<file path="config.mk">
export PLATFORM = sky130hd
export DESIGN_NAME = spi_spy_top
export DESIGN_NICKNAME = d
export VERILOG_FILES = /design/src/design/spy_pkg.sv /design/src/design/spi_spy_top.sv /design/src/design/spy_iomem_regs.sv /design/src/design/spy_write_buffer.sv /design/src/design/spi_cmd_decoder.sv
export VERILOG_INCLUDE_DIRS = /design/src /design/src/include
export SDC_FILE = /design/constraint.sdc
export NUM_CORES = 2
export LEC_CHECK = 0
export ABC_CLOCK_PERIOD_IN_PS = 10910
export BUFFER_PORTS_ARGS = -buffer_cell sky130_fd_sc_hd__clkbuf_2
export CELL_PAD_IN_SITES_DETAIL_PLACEMENT = 1
export CELL_PAD_IN_SITES_GLOBAL_PLACEMENT = 1
export CORE_MARGIN = 2
export CORE_UTILIZATION = 25
export CTS_CLUSTER_DIAMETER = 200
export DETAILED_ROUTE_END_ITERATION = 10
export PLACE_DENSITY = 0.42
export SLEW_MARGIN = 10
export SYNTH_ARGS = -nofsm -noshare
export SYNTH_HDL_FRONTEND = slang
export SYNTH_SLANG_ARGS = --single-unit
export TNS_END_PERCENT = 5
</file>
<file path="constraint.sdc">
create_clock -name clk -period 10.91 [get_ports clk]
set_clock_uncertainty 0.2 [all_clocks]
set_input_delay 2.182 -clock clk [delete_from_list [all_inputs] [get_ports clk]]
set_output_delay 2.182 -clock clk [all_outputs]
set_load 0.02 [all_outputs]
</file>
<file path="src/include/spy_params.svh">
// spi spy address map and opcodes
`ifndef SPY_PARAMS_SVH
`define SPY_PARAMS_SVH

// device select, compared against address bits 31:20
`define SPY_GPIO_BASE   12'h030
`define SPY_REGS_BASE   12'h040
`define SPY_WBUF_BASE   12'h041

// offsets inside the spy register block
`define SPY_OFS_CMD     8'h00
`define SPY_OFS_ADDR    8'h04
`define SPY_OFS_LEN     8'h08

// flash opcodes
`define SPY_OP_PROGRAM  8'h02
`define SPY_OP_READ     8'h03
`define SPY_OP_ERASE    8'h20
`define SPY_OP_STATUS   8'h05

`define SPY_SYNC_STAGES 2
`define SPY_WBUF_WORDS  64
`define SPY_TSTAMP_W    24
`endif
</file>
<file path="src/design/spy_pkg.sv">
// spi spy shared types
`default_nettype none

`include "spy_params.svh"

package spy_pkg;

	typedef logic [31:0] bus_word_t;     // iomem data and address
	typedef logic [7:0]  spi_byte_t;     // opcode, payload, status
	typedef logic [23:0] flash_addr_t;
	typedef logic [11:0] byte_count_t;   // payload bytes per transaction
	typedef logic [`SPY_TSTAMP_W-1:0] tstamp_t;
	typedef logic [$clog2(`SPY_WBUF_WORDS)-1:0] buf_word_idx_t;
	typedef logic [3:0]  byte_strobe_t;  // one per byte lane

	// decoder states, one per phase of a flash transaction
	typedef enum logic [2:0] {
		idle_opcode,
		addr_bytes,
		data_bytes,
		status_out,
		ignore
	} spi_state_t;

endpackage

`default_nettype wire

</file>
<file path="src/design/spi_spy_top.sv">
// spi flash spy top level
`timescale 1ns/10ps
`default_nettype none

module spi_spy_top (
	input  logic                  clk,
	input  logic                  resetn,
	// spi bus
	input  logic                  spi_clk,
	input  logic                  spi_cs,
	input  logic                  spi_di,
	output logic                  spi_do,
	output logic                  spi_do_enable,
	// iomem bus
	input  logic                  iomem_valid,
	input  spy_pkg::byte_strobe_t iomem_wstrb,
	input  spy_pkg::bus_word_t    iomem_addr,
	input  spy_pkg::bus_word_t    iomem_wdata,
	output logic                  iomem_ready,
	output spy_pkg::bus_word_t    iomem_rdata,
	output spy_pkg::bus_word_t    gpio
);
	import spy_pkg::*;

	logic cmd_strobe;
	spi_byte_t cmd;
	flash_addr_t addr;
	byte_count_t len;
	spi_byte_t status_byte;
	spi_byte_t status_wdata;
	logic status_wstrobe;
	logic wr_strobe;
	spi_byte_t wr_byte_addr;
	spi_byte_t wr_data;
	buf_word_idx_t rd_idx;
	bus_word_t rd_word;

	spi_cmd_decoder decoder_i (
		.clk            (clk),
		.resetn         (resetn),
		.spi_clk        (spi_clk),
		.spi_cs         (spi_cs),
		.spi_di         (spi_di),
		.status_wdata   (status_wdata),
		.status_wstrobe (status_wstrobe),
		.spi_do         (spi_do),
		.spi_do_enable  (spi_do_enable),
		.cmd_strobe     (cmd_strobe),
		.cmd            (cmd),
		.addr           (addr),
		.len            (len),
		.status_byte    (status_byte),
		.wr_strobe      (wr_strobe),
		.wr_byte_addr   (wr_byte_addr),
		.wr_data        (wr_data)
	);

	// payload bytes in, bus words out
	spy_write_buffer wbuf_i (
		.clk          (clk),
		.wr_strobe    (wr_strobe),
		.wr_byte_addr (wr_byte_addr),
		.wr_data      (wr_data),
		.rd_idx       (rd_idx),
		.rd_word      (rd_word)
	);

	spy_iomem_regs regs_i (
		.clk            (clk),
		.resetn         (resetn),
		.iomem_valid    (iomem_valid),
		.iomem_wstrb    (iomem_wstrb),
		.iomem_addr     (iomem_addr),
		.iomem_wdata    (iomem_wdata),
		.iomem_ready    (iomem_ready),
		.iomem_rdata    (iomem_rdata),
		.gpio           (gpio),
		.cmd_strobe     (cmd_strobe),
		.cmd            (cmd),
		.addr           (addr),
		.len            (len),
		.status_byte    (status_byte),
		.status_wdata   (status_wdata),
		.status_wstrobe (status_wstrobe),
		.rd_idx         (rd_idx),
		.rd_word        (rd_word)
	);

endmodule

`default_nettype wire

</file>
<file path="src/design/spy_iomem_regs.sv">
// iomem register window
`timescale 1ns/10ps
`default_nettype none

`include "spy_params.svh"

module spy_iomem_regs (
	input  logic                   clk,
	input  logic                   resetn,
	input  logic                   iomem_valid,
	input  spy_pkg::byte_strobe_t  iomem_wstrb,
	input  spy_pkg::bus_word_t     iomem_addr,
	input  spy_pkg::bus_word_t     iomem_wdata,
	output logic                   iomem_ready,
	output spy_pkg::bus_word_t     iomem_rdata,
	output spy_pkg::bus_word_t     gpio,
	input  logic                   cmd_strobe,
	input  spy_pkg::spi_byte_t     cmd,
	input  spy_pkg::flash_addr_t   addr,
	input  spy_pkg::byte_count_t   len,
	input  spy_pkg::spi_byte_t     status_byte,
	output spy_pkg::spi_byte_t     status_wdata,
	output logic                   status_wstrobe,
	output spy_pkg::buf_word_idx_t rd_idx,
	input  spy_pkg::bus_word_t     rd_word
);
	import spy_pkg::*;

	typedef enum logic [1:0] {
		seq_idle,
		seq_wait_buf,   // one cycle for the buffer read
		seq_respond
	} seq_state_t;

	seq_state_t seq;
	logic gpio_sel;
	logic regs_sel;
	logic wbuf_sel;
	logic start;
	bus_word_t gpio_next;
	bus_word_t regs_rdata;
	tstamp_t ts_count;
	tstamp_t ts_latch;

	assign gpio_sel = iomem_addr[31:20] == `SPY_GPIO_BASE;
	assign regs_sel = iomem_addr[31:20] == `SPY_REGS_BASE;
	assign wbuf_sel = iomem_addr[31:20] == `SPY_WBUF_BASE;
	assign start    = (seq == seq_idle) && iomem_valid;
	assign rd_idx   = iomem_addr[7:2];

	// gpio merged with the strobed lanes
	always_comb begin
		gpio_next = gpio;
		for (int i = 0; i < 4; i++) begin
			if (iomem_wstrb[i])
				gpio_next[8*i +: 8] = iomem_wdata[8*i +: 8];
		end
	end

	always_comb begin
		case (iomem_addr[7:0])
		`SPY_OFS_CMD:  regs_rdata = {ts_latch, cmd};
		`SPY_OFS_ADDR: regs_rdata = {8'h00, addr};
		`SPY_OFS_LEN:  regs_rdata = {12'h000, len, status_byte};
		default:       regs_rdata = '0;
		endcase
	end

	// free-running count, latched when a command ends
	always_ff @(posedge clk) begin
		if (!resetn) begin
			ts_count <= '0;
			ts_latch <= '0;
		end else begin
			ts_count <= ts_count + 1'b1;
			if (cmd_strobe)
				ts_latch <= ts_count;
		end
	end

	always_ff @(posedge clk) begin
		if (!resetn) begin
			seq            <= seq_idle;
			iomem_ready    <= 1'b0;
			status_wstrobe <= 1'b0;
			gpio           <= '0;
		end else begin
			iomem_ready    <= 1'b0;
			status_wstrobe <= 1'b0;
			case (seq)
			seq_idle: begin
				if (iomem_valid && wbuf_sel) begin
					seq <= seq_wait_buf;
				end else if (iomem_valid) begin
					seq         <= seq_respond;
					iomem_ready <= 1'b1;   // unmapped ends here too
					if (gpio_sel)
						gpio <= gpio_next;
					if (regs_sel && iomem_addr[7:0] == `SPY_OFS_LEN && iomem_wstrb[0])
						status_wstrobe <= 1'b1;
				end
			end
			seq_wait_buf: begin
				seq         <= seq_respond;
				iomem_ready <= 1'b1;
			end
			default: seq <= seq_idle;  // respond lasts one cycle
			endcase
		end
	end

	// read data and status byte
	always_ff @(posedge clk) begin
		if (start) begin
			status_wdata <= iomem_wdata[7:0];
			if (gpio_sel)
				iomem_rdata <= gpio_next;
			else if (regs_sel)
				iomem_rdata <= regs_rdata;
			else
				iomem_rdata <= '0;
		end else if (seq == seq_wait_buf) begin
			iomem_rdata <= rd_word;
		end
	end

	ready_one_cycle: assert property (@(posedge clk) disable iff (!resetn)
		iomem_ready |=> !iomem_ready);

endmodule

`default_nettype wire

</file>
<file path="src/design/spy_write_buffer.sv">
// page program write buffer
`timescale 1ns/10ps
`default_nettype none

`include "spy_params.svh"

module spy_write_buffer (
	input  logic                   clk,
	input  logic                   wr_strobe,
	input  spy_pkg::spi_byte_t     wr_byte_addr,
	input  spy_pkg::spi_byte_t     wr_data,
	input  spy_pkg::buf_word_idx_t rd_idx,
	output spy_pkg::bus_word_t     rd_word
);
	import spy_pkg::*;

	// four byte lanes per word, lane 0 is the low byte
	logic [3:0][7:0] mem [`SPY_WBUF_WORDS];

	buf_word_idx_t wr_idx;
	logic [1:0] wr_lane;

	assign wr_idx  = wr_byte_addr[7:2];
	assign wr_lane = wr_byte_addr[1:0];

	// byte lane write
	always_ff @(posedge clk) begin
		if (wr_strobe)
			mem[wr_idx][wr_lane] <= wr_data;
	end

	// registered word read
	always_ff @(posedge clk) begin
		rd_word <= mem[rd_idx];
	end

endmodule

`default_nettype wire

</file>
<file path="src/design/spi_cmd_decoder.sv">
// spi flash command decoder
`timescale 1ns/10ps
`default_nettype none

`include "spy_params.svh"

module spi_cmd_decoder (
	input  logic                clk,
	input  logic                resetn,
	input  logic                spi_clk,
	input  logic                spi_cs,
	input  logic                spi_di,
	input  spy_pkg::spi_byte_t  status_wdata,
	input  logic                status_wstrobe,
	output logic                spi_do,
	output logic                spi_do_enable,
	output logic                cmd_strobe,
	output spy_pkg::spi_byte_t  cmd,
	output spy_pkg::flash_addr_t addr,
	output spy_pkg::byte_count_t len,
	output spy_pkg::spi_byte_t  status_byte,
	output logic                wr_strobe,
	output spy_pkg::spi_byte_t  wr_byte_addr,
	output spy_pkg::spi_byte_t  wr_data
);
	import spy_pkg::*;

	logic [`SPY_SYNC_STAGES-1:0] clk_sync;
	logic [`SPY_SYNC_STAGES-1:0] cs_sync;
	logic [`SPY_SYNC_STAGES-1:0] di_sync;
	logic sclk_s;
	logic cs_s;
	logic di_s;
	logic sclk_q;
	logic cs_q;
	logic sclk_rise;
	logic sclk_fall;
	logic cs_rise;

	logic [6:0] shift_q;
	logic [2:0] bit_cnt;
	logic byte_done;
	spi_byte_t rx_byte;
	logic is_addr_op;

	spi_state_t state;
	logic [1:0] addr_cnt;
	spi_byte_t cur_cmd;
	flash_addr_t cur_addr;
	byte_count_t cur_len;
	logic have_cmd;         // a full opcode arrived in this transaction

	spi_byte_t status_q;
	logic [2:0] out_cnt;

	assign sclk_s = clk_sync[`SPY_SYNC_STAGES-1];
	assign cs_s   = cs_sync[`SPY_SYNC_STAGES-1];
	assign di_s   = di_sync[`SPY_SYNC_STAGES-1];

	assign sclk_rise = sclk_s & ~sclk_q;
	assign sclk_fall = ~sclk_s & sclk_q;
	assign cs_rise   = cs_s & ~cs_q;   // end of transaction

	// pin synchronizers and edge history
	always_ff @(posedge clk) begin
		if (!resetn) begin
			clk_sync <= '0;
			cs_sync  <= '1;
			di_sync  <= '0;
			sclk_q   <= 1'b0;
			cs_q     <= 1'b1;
		end else begin
			clk_sync <= {clk_sync[`SPY_SYNC_STAGES-2:0], spi_clk};
			cs_sync  <= {cs_sync[`SPY_SYNC_STAGES-2:0], spi_cs};
			di_sync  <= {di_sync[`SPY_SYNC_STAGES-2:0], spi_di};
			sclk_q   <= sclk_s;
			cs_q     <= cs_s;
		end
	end

	// msb first, the eighth bit comes straight from di_s
	assign rx_byte   = {shift_q, di_s};
	assign byte_done = sclk_rise & ~cs_s & (bit_cnt == 3'd7);
	assign is_addr_op = (rx_byte == `SPY_OP_PROGRAM) || (rx_byte == `SPY_OP_READ) ||
		(rx_byte == `SPY_OP_ERASE);

	always_ff @(posedge clk) begin
		if (!resetn)
			bit_cnt <= '0;
		else if (cs_s)
			bit_cnt <= '0;
		else if (sclk_rise)
			bit_cnt <= bit_cnt + 3'd1;
	end

	always_ff @(posedge clk) begin
		if (sclk_rise)
			shift_q <= {shift_q[5:0], di_s};
	end

	// transaction fsm
	always_ff @(posedge clk) begin
		if (!resetn) begin
			state      <= idle_opcode;
			addr_cnt   <= '0;
			cur_cmd    <= '0;
			cur_addr   <= '0;
			cur_len    <= '0;
			have_cmd   <= 1'b0;
			wr_strobe  <= 1'b0;
			cmd_strobe <= 1'b0;
			cmd        <= '0;
			addr       <= '0;
			len        <= '0;
		end else begin
			wr_strobe  <= 1'b0;
			cmd_strobe <= 1'b0;
			if (cs_rise && have_cmd) begin
				cmd_strobe <= 1'b1;
				cmd        <= cur_cmd;
				addr       <= cur_addr;
				len        <= cur_len;
				have_cmd   <= 1'b0;
			end
			if (cs_s) begin
				state <= idle_opcode;
			end else if (byte_done) begin
				case (state)
				idle_opcode: begin
					cur_cmd  <= rx_byte;
					cur_addr <= '0;
					cur_len  <= '0;
					addr_cnt <= '0;
					have_cmd <= 1'b1;
					if (is_addr_op)
						state <= addr_bytes;
					else if (rx_byte == `SPY_OP_STATUS)
						state <= status_out;
					else
						state <= ignore;
				end
				addr_bytes: begin
					cur_addr <= {cur_addr[15:0], rx_byte};
					addr_cnt <= addr_cnt + 2'd1;
					if (addr_cnt == 2'd2)
						state <= data_bytes;
				end
				data_bytes: begin
					cur_len <= cur_len + 12'd1;
					if (cur_cmd == `SPY_OP_PROGRAM)
						wr_strobe <= 1'b1;
				end
				default: begin
					// status_out and ignore hold until cs rises
				end
				endcase
			end
		end
	end

	// payload byte for the buffer, index wraps at 256
	always_ff @(posedge clk) begin
		if (byte_done && state == data_bytes) begin
			wr_byte_addr <= cur_len[7:0];
			wr_data      <= rx_byte;
		end
	end

	// status register and its shift-out on falling edges
	always_ff @(posedge clk) begin
		if (!resetn) begin
			status_q      <= '0;
			spi_do        <= 1'b0;
			spi_do_enable <= 1'b0;
			out_cnt       <= '0;
		end else begin
			if (status_wstrobe)
				status_q <= status_wdata;
			if (cs_s) begin
				spi_do        <= 1'b0;
				spi_do_enable <= 1'b0;
				out_cnt       <= '0;
			end else if (state == status_out) begin
				spi_do_enable <= 1'b1;
				if (sclk_fall) begin
					spi_do  <= status_q[~out_cnt];  // bit 7 first, wraps to repeat
					out_cnt <= out_cnt + 3'd1;
				end
			end
		end
	end

	assign status_byte = status_q;

	// buffer writes only come from a program payload
	wr_only_program: assert property (@(posedge clk) disable iff (!resetn)
		wr_strobe |-> ($past(state) == data_bytes) && ($past(cur_cmd) == `SPY_OP_PROGRAM));

	strobe_cs_high: assert property (@(posedge clk) disable iff (!resetn)
		cmd_strobe |-> cs_s);

endmodule

`default_nettype wire

</file>
==> run metrics <==
Hold Path Class=register to register; actual slew at the worst max-slew pin=1.28 ns; crit-path cells=buf_8 -> buf_4 -> mux4_2 -> mux4_2 -> and2_1 -> a211oi_2 -> a21oi_1; GRT overflow=0; layout cell share with drive strength beyond 1=23.2%; Gate Count Post-Synth=4737; vias=46233; Psw=4300 uW; P_leak=0.0331 uW; Clock Tree Buf Depth=4; capturing element type of the critical path=register; Clk Tree Root Cell=clkbuf_16; initial drt markers=3501; Worst setup SP type=input port; clock slew at reported path FFs=0.06 ns; Worst VDD drop=approximately 0.096 mV; Reg power frac=between 50% and 60%; power per cell area=183 mW/mm2; Placer Congestion=0.764; Avg Synthesized Cell Area=roughly 19 um2; Post-synth EDFFs=~2100; antenna violations before repair=18; Syn Nets=a little under 5000; Final TNS setup=0 ns; vias in the first global route=49212; worst r2r src=decoder_i.wr_byte_addr[2]$_DFFE_PP_; crit path time final=around 5.4 ns; #FFs+latches synth=roughly 2300; wire per inst=29.9 um; synth warn=0; fmax=186 MHz; Internal=15100 uW; MaxCap Viol Count=0; Vert. Die Dim=608 um; CP max-delay cell=a211oi_2; largest net degree at the start of global routing=around 190; Slew Viols, Final=0; largest area contributor in the netlist=edfxtp_1; Final setup viols=0; remaining antenna violation count=0; core area=around 0.36 mm2; post-synthesis async set-or-reset flop share=0%; Most common cell on crit path=mux4_2; Worst Setup EP=wbuf_i.rd_word[6]$_DFF_P_; final std cells w/o fill=9984; crit-path max FO=51; Gates resized, CTS repair=0; first-pass GRT wire length=415000 um; Final nets=approximately 5000; Hold Buf Count CTS=0; largest cells by area after synthesis=edfxtp_1 (70%), mux4_2 (14%), dfxtp_1 (5.2%), mux2i_1 (2.6%), nor2_1 (1.8%); clk sink count=2347; reg-to-reg slack, setup=6.73 ns; H-tree levels=5; Die X=608 um; setup repair bufs after CTS=0; clk_lat worst skew=0.88 ns; Std-Cell Rows=221; Clock Power Share=46.0%; DIE AREA=0.369 mm2; WL final=298000 um; Vias/cell=4.63; Netlist cell types=66; I/O Buffers=128; Worst R2R Path Depth=3; DRT Pass-1 Iters=5; Final period util=49.2%; Seq/Total Area, Yosys=74.8%; crit path DAT=5.87 ns; unrepaired setup endpoints after global routing=false; DP Cell Count=approximately 9500; kind of critical path=input port to register; share of the synthesized area in the top cell type=a little over two thirds; synth-to-layout area growth=16.3%; Main synth FF type=edfxtp_1; Post-Syn Area=roughly 0.091 mm2; HPWL after detailed placement=187000 um; leading cell type in the layout, fill and taps excluded=edfxtp_1; Sw Share=~22%; Total Routing Usage GR=15.9%; CP Launch Point=iomem_addr[2]; CP max stage delay=between 0.9 and 1 ns; outcome=completed; Initial Utilization=25.1%; final hold vios=0; CTS Buf Count=approximately 280; FF-to-FF End=wbuf_i.mem[16][8]$_DFFE_PP_; Comb pwr share=approximately 4%; CTS tree=done; Critical Path RT=11.41 ns; DRC=0; I/O Pins=141; Relative slew margins=14.4%; most frequent cells in the layout=edfxtp_1 (2111), mux4_2 (554), nor2_1 (426)
-- per-layer routing --
layer	vias up	GRT usage (%)	wire length (um)	part of all wire [%]
met4	8	4.01	7230	2.4
met5	-	0	44	0.015
met2	958	25.5	140000	47
met1	25329	22.3	138000	46
met3	361	2.46	13100	4.4
li1	19577	-	-	-
-- final cells by class --
class,count,area (um2)
clock buffers,357,7460
flip-flops and latches,2347,68100
inverters,17,80.1
clock inverters,142,1130
repair buffers,224,1580
diodes,8,20.0
multi-input cells,2095,21500
well taps,4794,6000
fillers,36873,257000
-- power by group through the flow --
stage | registers (uW) | logic [uW] | clock network (uW)
finish | 9730 | 749 | 8930
global route | 9730 | 794 | 9500
CTS | 9730 | 774 | 9190
detailed placement | 9920 | 772 | 0
global placement | 9920 | 774 | 0
floorplan | 9900 | 444 | 0
-- cells in the mapped netlist, types with 5 or more instances --
cell,number
nand4_1,11
buf_4,37
nand2_1,289
a221oi_1,21
a21oi_1,108
a211oi_1,13
buf_1,22
inv_2,5
o21ai_0,42
a22oi_1,21
nor3_1,40
nor2b_1,15
nor4_1,15
mux4_2,554
mux2_2,27
a31oi_1,5
a221o_1,20
dfxtp_1,236
o31ai_1,5
buf_6,17
nor3b_1,11
o21ai_1,20
buf_2,47
o22ai_1,39
nand3_1,58
clkbuf_1,149
edfxtp_1,2111
mux2i_1,233
or3_1,8
nand2b_1,6
xor2_1,9
o21a_1,5
xnor2_1,20
nand3b_1,6
inv_1,11
and2_1,13
o221ai_1,9
ha_1,6
nor2_1,427
-- registers in the layout, indices dropped and copies added, names as in the netlist, 12 cells and up --
name / count
regs_i.ts_count: 24
decoder_i.len: 12
regs_i.ts_latch: 24
wbuf_i.mem: 2048
wbuf_i.rd_word: 32
decoder_i.cur_len: 12
regs_i.gpio: 32
regs_i.iomem_rdata: 32
decoder_i.addr: 24
decoder_i.cur_addr: 24
-- metrics by stage --
step	utilization [%]	power, uW	setup WS (ns)	hold WS, ns	instance area, um2
after floorplan	-	10300	6.56	0.186	91100
after global placement	26.8	10700	4.46	0.223	97300
after detailed placement	26.8	10700	4.48	0.214	97300
after CTS	29.2	19700	5.45	0.234	106000
after global routing	29.2	20000	5.40	0.259	106000
final	29.2	19400	5.54	0.236	106000
-- cells by family (layout without fill, tap and decap cells) --
kind of cell             after synthesis  count (layout)  synth area share (%)
other                                  0               8                     0
XOR/XNOR                              29              29                 0.279
AND/OR/NAND/NOR                      928             928                  4.38
flip-flops                          2347            2347                  74.8
multiplexers                         814             814                  16.6
adder cells (fa/ha/maj)                6               6                0.0824
buffers and inverters                295             740                  1.66
AO/OA/AOI/OAI                        318             318                  2.21
-- critical path, delay by kind of cell --
kind	cells	cell delay [ns]
AOI/OAI and AO/OA	2	1.00
buffers and inverters	2	1.10
muxes	2	1.16
and+or+nand+nor	1	0.19
-- worst min path at each step --
| stage | start | to | slack, ns | cells after the start |
|---|---|---|---|---|
| 2_1_floorplan | decoder_i.cs_sync[0]$_SDFF_PN1_ | decoder_i.cs_sync[1]$_SDFF_PN1_ | 0.19 | 1 |
| 6_report | decoder_i.di_sync[0]$_SDFF_PN0_ | decoder_i.di_sync[1]$_SDFF_PN0_ | 0.24 | 1 |
| 5_1_grt | decoder_i.cs_sync[0]$_SDFF_PN1_ | decoder_i.cs_sync[1]$_SDFF_PN1_ | 0.26 | 1 |
| 3_5_place_dp | decoder_i.cs_sync[0]$_SDFF_PN1_ | decoder_i.cs_sync[1]$_SDFF_PN1_ | 0.21 | 1 |
| 3_3_place_gp | decoder_i.cs_sync[0]$_SDFF_PN1_ | decoder_i.cs_sync[1]$_SDFF_PN1_ | 0.22 | 1 |
| 4_1_cts | decoder_i.cs_sync[0]$_SDFF_PN1_ | decoder_i.cs_sync[1]$_SDFF_PN1_ | 0.23 | 1 |
(Power assumes the default switching activity.)
